$ cat config.mk
export PLATFORM = sky130hd
export DESIGN_NAME = router
export DESIGN_NICKNAME = d
export VERILOG_FILES = /design/src/flit_pkg.sv /design/src/route_pkg.sv /design/src/crossbar.sv /design/src/input_port.sv /design/src/route_compute.sv /design/src/router.sv /design/src/switch_alloc.sv
export VERILOG_INCLUDE_DIRS = /design/src /design/src/src
export SDC_FILE = /design/constraint.sdc
export NUM_CORES = 2
export LEC_CHECK = 0
export ABC_AREA = 1
export BUFFER_PORTS_ARGS = -buffer_cell sky130_fd_sc_hd__clkbuf_2
export CAP_MARGIN = 25
export CORE_ASPECT_RATIO = 0.75
export CORE_MARGIN = 2
export CORE_UTILIZATION = 40
export DETAILED_ROUTE_END_ITERATION = 7
export GPL_TIMING_DRIVEN = 1
export PLACE_DENSITY_LB_ADDON = 0.12
export SYNTH_ARGS = -nofsm -noshare
export SYNTH_HDL_FRONTEND = slang
export SYNTH_SLANG_ARGS = --single-unit
export TNS_END_PERCENT = 10
$ cat constraint.sdc
create_clock -name clk -period 11.75 [get_ports clk]
set_clock_uncertainty 0.05 [all_clocks]
set_input_delay 2.35 -clock clk [delete_from_list [all_inputs] [get_ports clk]]
set_output_delay 2.35 -clock clk [all_outputs]
set_load 0.005 [all_outputs]
$ cat src/router_config.svh
`ifndef ROUTER_CONFIG_SVH
`define ROUTER_CONFIG_SVH

////////////////////
// Router geometry
////////////////////

// Local port is always the last one
`define NUM_PORT      5
`define LOCAL_PORT    4
`define NUM_VC        2
`define VC_DEPTH      4

////////////////////
// Flit fields
////////////////////

`define COORD_WIDTH   2
`define TIME_WIDTH    8
`define PAYLOAD_WIDTH 16
`define FLIT_WIDTH    (2 * `COORD_WIDTH + 1 + `TIME_WIDTH + `PAYLOAD_WIDTH)

// Bit ranges inside a flit, MSB first
`define DST_X_POS     28:27
`define DST_Y_POS     26:25
`define VC_POS        24
`define TIME_POS      23:16
`define PAYLOAD_POS   15:0

`endif

$ cat src/flit_pkg.sv
`include "router_config.svh"

package flit_pkg;

    ////////////////////
    // Flit field types
    ////////////////////

    // One mesh coordinate, X or Y
    typedef logic [`COORD_WIDTH-1:0] coord_t;

    // Virtual channel number carried in the flit
    typedef logic [0:0] vc_id_t;

    // Age stamp, smaller value is older
    typedef logic [`TIME_WIDTH-1:0] stamp_t;

    typedef logic [`PAYLOAD_WIDTH-1:0] payload_t;

    ////////////////////
    // Whole flit
    ////////////////////

    // Layout is {dst_x, dst_y, vc, time, payload}
    typedef logic [`FLIT_WIDTH-1:0] flit_t;

endpackage

$ cat src/route_pkg.sv
`include "router_config.svh"

package route_pkg;

    ////////////////////
    // Port addressing
    ////////////////////

    // Index of a router port, 0 to NUM_PORT-1
    typedef logic [$clog2(`NUM_PORT)-1:0] port_id_t;

    // One bit per port, one-hot for a route or a request set
    typedef logic [`NUM_PORT-1:0] port_vec_t;

    ////////////////////
    // Flow control
    ////////////////////

    // One bit per virtual channel
    typedef logic [`NUM_VC-1:0] vc_vec_t;

    // Must reach VC_DEPTH
    typedef logic [$clog2(`VC_DEPTH+1)-1:0] credit_t;

endpackage

$ cat src/crossbar.sv
`timescale 1ns/1ns
`include "router_config.svh"

module crossbar (
    input  logic                 clk,
    input  logic                 rst,
    input  flit_pkg::flit_t      sel_flit [`NUM_PORT],
    input  route_pkg::port_vec_t xbar_valid,
    input  route_pkg::port_id_t  xbar_src [`NUM_PORT],
    output route_pkg::port_vec_t out_valid,
    output flit_pkg::flit_t      out_flit [`NUM_PORT]
);

    ////////////////////
    // Output registers
    ////////////////////

    always_ff @(posedge clk) begin
        if (rst) begin
            out_valid <= '0;
        end else begin
            out_valid <= xbar_valid;
        end
    end

    // Flit is only loaded when its output is granted
    always_ff @(posedge clk) begin
        for (int o = 0; o < `NUM_PORT; o++) begin
            if (xbar_valid[o]) begin
                out_flit[o] <= sel_flit[xbar_src[o]];
            end
        end
    end

endmodule

$ cat src/input_port.sv
`timescale 1ns/1ns
`include "router_config.svh"

module input_port #(
    parameter flit_pkg::coord_t MY_X = '0,
    parameter flit_pkg::coord_t MY_Y = '0
) (
    input  logic                 clk,
    input  logic                 rst,
    input  logic                 in_valid,
    input  flit_pkg::flit_t      in_flit,
    input  logic                 grant_valid,
    input  flit_pkg::vc_id_t     grant_vc,
    output route_pkg::vc_vec_t   head_valid,
    output route_pkg::port_vec_t head_port [`NUM_VC],
    output flit_pkg::stamp_t     head_time [`NUM_VC],
    output flit_pkg::flit_t      sel_flit,
    output route_pkg::vc_vec_t   credit_out
);

    import flit_pkg::*;
    import route_pkg::*;

    localparam int PTR_W = $clog2(`VC_DEPTH);

    // Extra MSB on the pointers tells full from empty
    flit_t          buf_mem [`NUM_VC][`VC_DEPTH];
    logic [PTR_W:0] wr_ptr  [`NUM_VC];
    logic [PTR_W:0] rd_ptr  [`NUM_VC];
    flit_t          head_flit [`NUM_VC];
    vc_id_t         in_vc;
    vc_vec_t        push;
    vc_vec_t        pop;

    assign in_vc = in_flit[`VC_POS];

    ////////////////////
    // Per-VC buffers
    ////////////////////

    for (genvar v = 0; v < `NUM_VC; v++) begin : g_vc

        assign push[v] = in_valid && (in_vc == vc_id_t'(v));
        assign pop[v]  = grant_valid && (grant_vc == vc_id_t'(v));

        always_ff @(posedge clk) begin
            if (rst) begin
                wr_ptr[v] <= '0;
                rd_ptr[v] <= '0;
            end else begin
                if (push[v]) begin
                    wr_ptr[v] <= wr_ptr[v] + 1'b1;
                end
                if (pop[v]) begin
                    rd_ptr[v] <= rd_ptr[v] + 1'b1;
                end
            end
        end

        // Storage only, upstream credits keep it from overflowing
        always_ff @(posedge clk) begin
            if (push[v]) begin
                buf_mem[v][wr_ptr[v][PTR_W-1:0]] <= in_flit;
            end
        end

        assign head_flit[v]  = buf_mem[v][rd_ptr[v][PTR_W-1:0]];
        assign head_valid[v] = (wr_ptr[v] != rd_ptr[v]);
        assign head_time[v]  = head_flit[v][`TIME_POS];

        // Route of the head flit
        route_compute #(
            .MY_X (MY_X),
            .MY_Y (MY_Y)
        ) u_route (
            .flit_dst_x (head_flit[v][`DST_X_POS]),
            .flit_dst_y (head_flit[v][`DST_Y_POS]),
            .out_port   (head_port[v])
        );

    end

    ////////////////////
    // Pop and credits
    ////////////////////

    // Granted head goes to the crossbar this cycle
    assign sel_flit = head_flit[grant_vc];

    // One credit per flit that leaves, seen while the flit is on the output
    always_ff @(posedge clk) begin
        if (rst) begin
            credit_out <= '0;
        end else begin
            credit_out <= pop;
        end
    end

endmodule

$ cat src/route_compute.sv
`timescale 1ns/1ns
`include "router_config.svh"

module route_compute #(
    parameter flit_pkg::coord_t MY_X = '0,
    parameter flit_pkg::coord_t MY_Y = '0
) (
    input  flit_pkg::coord_t     flit_dst_x,
    input  flit_pkg::coord_t     flit_dst_y,
    output route_pkg::port_vec_t out_port
);

    // Direction numbering of the neighbour ports
    localparam int EAST  = 0;
    localparam int NORTH = 1;
    localparam int WEST  = 2;
    localparam int SOUTH = 3;

    ////////////////////
    // X first, then Y
    ////////////////////

    always_comb begin
        out_port = '0;
        if (flit_dst_x > MY_X) begin
            out_port[EAST] = 1'b1;
        end else if (flit_dst_x < MY_X) begin
            out_port[WEST] = 1'b1;
        end else if (flit_dst_y > MY_Y) begin
            out_port[NORTH] = 1'b1;
        end else if (flit_dst_y < MY_Y) begin
            out_port[SOUTH] = 1'b1;
        end else begin
            // Arrived, eject locally
            out_port[`LOCAL_PORT] = 1'b1;
        end
    end

endmodule

$ cat src/router.sv
`timescale 1ns/1ns
`include "router_config.svh"

module router #(
    parameter flit_pkg::coord_t MY_X = '0,
    parameter flit_pkg::coord_t MY_Y = '0
) (
    input  logic                 clk,
    input  logic                 rst,
    input  route_pkg::port_vec_t in_valid,
    input  flit_pkg::flit_t      in_flit    [`NUM_PORT],
    output route_pkg::vc_vec_t   credit_out [`NUM_PORT],
    output route_pkg::port_vec_t out_valid,
    output flit_pkg::flit_t      out_flit   [`NUM_PORT],
    input  route_pkg::vc_vec_t   credit_in  [`LOCAL_PORT]
);

    import flit_pkg::*;
    import route_pkg::*;

    vc_vec_t   head_valid [`NUM_PORT];
    port_vec_t head_port  [`NUM_PORT][`NUM_VC];
    stamp_t    head_time  [`NUM_PORT][`NUM_VC];
    port_vec_t grant_valid;
    vc_id_t    grant_vc   [`NUM_PORT];
    flit_t     sel_flit   [`NUM_PORT];
    port_vec_t xbar_valid;
    port_id_t  xbar_src   [`NUM_PORT];

    ////////////////////
    // Input ports
    ////////////////////

    for (genvar i = 0; i < `NUM_PORT; i++) begin : g_in
        input_port #(
            .MY_X (MY_X),
            .MY_Y (MY_Y)
        ) u_input_port (
            .clk         (clk),
            .rst         (rst),
            .in_valid    (in_valid[i]),
            .in_flit     (in_flit[i]),
            .grant_valid (grant_valid[i]),
            .grant_vc    (grant_vc[i]),
            .head_valid  (head_valid[i]),
            .head_port   (head_port[i]),
            .head_time   (head_time[i]),
            .sel_flit    (sel_flit[i]),
            .credit_out  (credit_out[i])
        );
    end

    ////////////////////
    // Allocation
    ////////////////////

    switch_alloc u_switch_alloc (
        .clk         (clk),
        .rst         (rst),
        .head_valid  (head_valid),
        .head_port   (head_port),
        .head_time   (head_time),
        .credit_in   (credit_in),
        .grant_valid (grant_valid),
        .grant_vc    (grant_vc),
        .xbar_valid  (xbar_valid),
        .xbar_src    (xbar_src)
    );

    crossbar u_crossbar (
        .clk        (clk),
        .rst        (rst),
        .sel_flit   (sel_flit),
        .xbar_valid (xbar_valid),
        .xbar_src   (xbar_src),
        .out_valid  (out_valid),
        .out_flit   (out_flit)
    );

endmodule

$ cat src/switch_alloc.sv
`timescale 1ns/1ns
`include "router_config.svh"

module switch_alloc (
    input  logic                 clk,
    input  logic                 rst,
    input  route_pkg::vc_vec_t   head_valid [`NUM_PORT],
    input  route_pkg::port_vec_t head_port  [`NUM_PORT][`NUM_VC],
    input  flit_pkg::stamp_t     head_time  [`NUM_PORT][`NUM_VC],
    input  route_pkg::vc_vec_t   credit_in  [`LOCAL_PORT],
    output route_pkg::port_vec_t grant_valid,
    output flit_pkg::vc_id_t     grant_vc   [`NUM_PORT],
    output route_pkg::port_vec_t xbar_valid,
    output route_pkg::port_id_t  xbar_src   [`NUM_PORT]
);

    import flit_pkg::*;
    import route_pkg::*;

    // Credits for the downstream buffers, neighbour outputs only
    credit_t   credit [`LOCAL_PORT][`NUM_VC];
    port_vec_t avail  [`NUM_VC];

    // Stage one winners per input
    port_vec_t st1_valid;
    vc_id_t    st1_vc   [`NUM_PORT];
    port_vec_t st1_port [`NUM_PORT];
    stamp_t    st1_time [`NUM_PORT];

    // Stage two winners per output
    stamp_t    win_time [`NUM_PORT];
    vc_id_t    win_vc   [`NUM_PORT];

    // Outputs a head may target on each VC
    always_comb begin
        for (int v = 0; v < `NUM_VC; v++) begin
            for (int o = 0; o < `LOCAL_PORT; o++) begin
                avail[v][o] = (credit[o][v] != '0);
            end
            avail[v][`LOCAL_PORT] = 1'b1;
        end
    end

    ////////////////////
    // Stage one
    ////////////////////

    // Oldest eligible head per input, lower VC on a tie
    always_comb begin
        for (int i = 0; i < `NUM_PORT; i++) begin
            st1_valid[i] = 1'b0;
            st1_vc[i]    = '0;
            st1_port[i]  = '0;
            st1_time[i]  = '0;
            for (int v = 0; v < `NUM_VC; v++) begin
                if (head_valid[i][v] && |(head_port[i][v] & avail[v]) &&
                    (!st1_valid[i] || head_time[i][v] < st1_time[i])) begin
                    st1_valid[i] = 1'b1;
                    st1_vc[i]    = vc_id_t'(v);
                    st1_port[i]  = head_port[i][v];
                    st1_time[i]  = head_time[i][v];
                end
            end
        end
    end

    ////////////////////
    // Stage two
    ////////////////////

    // Oldest requesting input per output, lower input on a tie
    always_comb begin
        for (int o = 0; o < `NUM_PORT; o++) begin
            xbar_valid[o] = 1'b0;
            xbar_src[o]   = '0;
            win_time[o]   = '0;
            win_vc[o]     = '0;
            for (int i = 0; i < `NUM_PORT; i++) begin
                if (st1_valid[i] && st1_port[i][o] &&
                    (!xbar_valid[o] || st1_time[i] < win_time[o])) begin
                    xbar_valid[o] = 1'b1;
                    xbar_src[o]   = port_id_t'(i);
                    win_time[o]   = st1_time[i];
                    win_vc[o]     = st1_vc[i];
                end
            end
        end
    end

    // Each input requests one output, so at most one grant per input
    always_comb begin
        grant_valid = '0;
        for (int o = 0; o < `NUM_PORT; o++) begin
            if (xbar_valid[o]) begin
                grant_valid[xbar_src[o]] = 1'b1;
            end
        end
        for (int i = 0; i < `NUM_PORT; i++) begin
            grant_vc[i] = st1_vc[i];
        end
    end

    ////////////////////
    // Credit counters
    ////////////////////

    always_ff @(posedge clk) begin
        if (rst) begin
            for (int o = 0; o < `LOCAL_PORT; o++) begin
                for (int v = 0; v < `NUM_VC; v++) begin
                    credit[o][v] <= credit_t'(`VC_DEPTH);
                end
            end
        end else begin
            for (int o = 0; o < `LOCAL_PORT; o++) begin
                for (int v = 0; v < `NUM_VC; v++) begin
                    // Return and use in one cycle cancel
                    case ({credit_in[o][v], xbar_valid[o] && win_vc[o] == vc_id_t'(v)})
                        2'b10:   credit[o][v] <= credit[o][v] + 1'b1;
                        2'b01:   credit[o][v] <= credit[o][v] - 1'b1;
                        default: credit[o][v] <= credit[o][v];
                    endcase
                end
            end
        end
    end

endmodule

==> impl_metrics.toml <==
[outcome]
outcome = "finished, final reports clean"

[detailed_routing]
dr_wl_met3_mm = 15.5
num_vias = 43600
drtIter0Drc = 5144
wl_mm = 197
drt-pass1-iter-count = 5
routed-wl-met2_mm = 86.1
drc = 0
ant_nets = 0
drt-vias-per-instance = 5.46
wire_per_inst_um = 24.7
m1WireLength_mm = 91.3
routed.top_layer = "met5"

[sta]
max_slew.worst_pin.slew_ps = 1200
tns_ps = 0
finalCriticalPeriod_ps = 11150
max_clock_freq_mhz = 89.7
rsz0062_at_grt = "false"
setup_viol = 0
finalHoldViolations = 0
slew_headroom_pct = 19.3
min_period_over_period_pct = 94.9
drv_slew = 0

[min_path]
min-delay-start = "u_switch_alloc.credit[0][0]"
min_path_cells = 1
min_path_type = "reg -> reg"

[synth]
synth_area_mm2 = 0.0614
synthMostInstantiatedCell = "edfxtp_1"
synth_common_cells = "edfxtp_1 (1319), nand2_1 (954), nor2_1 (777)"
synth_edf_count = 1319
yosysWarnings = 0
synth_cell_types = 53
ys_seq_elements = 1332
yosysTopAreaCell = "edfxtp_1"
ys_seq_area_share_pct = 64.9
synthArstFlopShare_pct = 0
synth_top_area_share_pct = 64.5
yosys_most_used_dff = "edfxtp_1"
syn_avg_cell_area_um2 = 11.0
syn_inst = 5591
synthTopCellsByArea = "edfxtp_1 (65%), nand2_1 (5.8%), o21ai_0 (5.3%)"

[floorplanning]
rows = 124
die_x_um = 456
io_pins = 320
die_area_mm2 = 0.157
initial_core_util_pct = 40.3
design.core.area_mm2 = 0.152
die_h_um = 343

[setup_path]
setup.worst_path.class = "reg -> reg"
worst-endpoint-required_ps = 12200
rr_worst_depth = 64
critPathLaunchType = "flip-flop"
cp.arrival_ps = 11600
crit_path_frequent_cell = "nand2_1"
critPathCaptureType = "flip-flop"
cp_max_fo = 45
slowest_stage = "o21ai_0"
critical_path.max_stage_delay_ps = 650
r2r-start = "g_in[0].u_input_port.rd_ptr[0][0]"
critPathLaunch = "g_in[0].u_input_port.rd_ptr[0][0]"

[global_routing]
grt_start_max_net_pins = 84
antenna_found_initial = 17
grt_use_total_pct = 24.7
grt_overflow = 0
grt_pass1_wl_mm = 284
grt_pass1_vias = 39600

[clock_tree]
clock_latency_ps = 800
cts-buffers-inserted = 138
htreeDepth = 4
cts_tree = "built"
clkTransAtPathRegs_ps = 60
hold_buffers = 0
clock-sinks = 1332
clockBufferDepth = 3
cts-root-buf = "clkbuf_16"

[placement]
placed_area_mm2 = 0.0656
port_buffers = 256
dp_hpwl_mm = 133
gp_congestion = 0.958

[cells_and_area]
drive_gt1_share_pct = 12.9
finalInstanceArea_mm2 = 0.0702
fin_nets = 6197
area_growth_pct = 14.4

[flow_run]
cap_violations = 0
[layout make-up]
class	count	area, µm²
antenna	4	10.0
clock buffer	175	3720
clock inverter	76	785
fill	14200	82100
inverter	353	1340
multi-input combinational	3587	18900
sequential	1332	39900
tap	2016	2520
timing repair buffer	442	3060
[registers in the layout, indices dropped and copies added, names as in the netlist]
name	cells
g_in.u_input_port.rd_ptr	30
u_crossbar.out_flit	87
g_in.u_input_port.credit_out	10
g_in.u_input_port.buf_mem	1160
g_in.u_input_port.wr_ptr	30
u_crossbar.out_valid	3
u_switch_alloc.credit	12
[timing repair]
item | in CTS | in global routing
endpoints found under the setup margin | 0 | 128
setup buffers | 0 | 4
gates resized for setup | 0 | 37
[final timing paths]
path                            slack (ps)                                 to
worst max-delay path                   600  g_in[4].u_input_port.rd_ptr[1][0]
worst min-delay path                   510        u_switch_alloc.credit[0][0]
worst max register to register         600  g_in[4].u_input_port.rd_ptr[1][0]
worst min register to register         510        u_switch_alloc.credit[0][0]
[cell families after synthesis]
logic type	synth area share [%]
other	0.00611
xor gates and xnor gates	0.599
adders and majority gates	3.77
and+or+nand+nor	13.5
DFF	64.9
buffers and inverters	5.15
AOI/OAI and AO/OA	12.1
[layer usage]
| metal | track usage [%] | up-vias |
|---|---|---|
| met5 | 0 | - |
| met3 | 4.70 | 236 |
| met4 | 6.33 | 20 |
| li1 | - | 20400 |
| met1 | 36.9 | 21400 |
| met2 | 37.0 | 1578 |
[critical path, delay by kind of cell, from the launching register on]
| kind | cells | cell delay, ps |
|---|---|---|
| adders and majority gates | 5 | 1610 |
| DFF | 1 | 430 |
| and+or+nand+nor | 43 | 4590 |
| buffers and inverters | 8 | 1920 |
| AOI/OAI and AO/OA | 8 | 2250 |
[layout by cell type (no fill, tap or decap), drive strengths merged, types with 3 or more instances in the layout]
cell type	synthesis	routed
o21ai	661	661
clkinvlp	0	4
xor2	7	7
o21a	18	18
nand2	984	984
o311ai	71	71
nand3	249	249
nor3	13	13
a31oi	9	9
nand4	13	13
o22a	3	3
ha	180	180
xnor2	35	35
bufinv	0	12
o31ai	9	9
clkinv	3	65
a32oi	5	5
a2111oi	3	3
edfxtp	1319	1319
and3	4	4
clkbuf	227	435
conb	1	60
inv	350	348
o221ai	51	51
a211oi	15	15
a32o	42	42
a21oi	173	173
fa	3	3
diode	0	4
o22ai	183	183
nor2	778	778
o211ai	6	6
dfxtp	13	13
buf	151	182
[per-stage QoR]
stage | std cells | util, % | hold slack, ps | setup slack [ps]
3_3_place_gp | 7693 | 42.7 | 499 | 542
3_5_place_dp | 7719 | 43.0 | 510 | 513
4_1_cts | 7970 | 46.0 | 519 | 429
5_1_grt | 7981 | 46.1 | 540 | 5.76
2_1_floorplan | 5650 | - | 481 | 2150
6_report | 7985 | 46.1 | 513 | 604
Power is left out: the tool's default activity adds up to more than one toggle a clock period on the data nets, which glitch-free logic cannot reach.
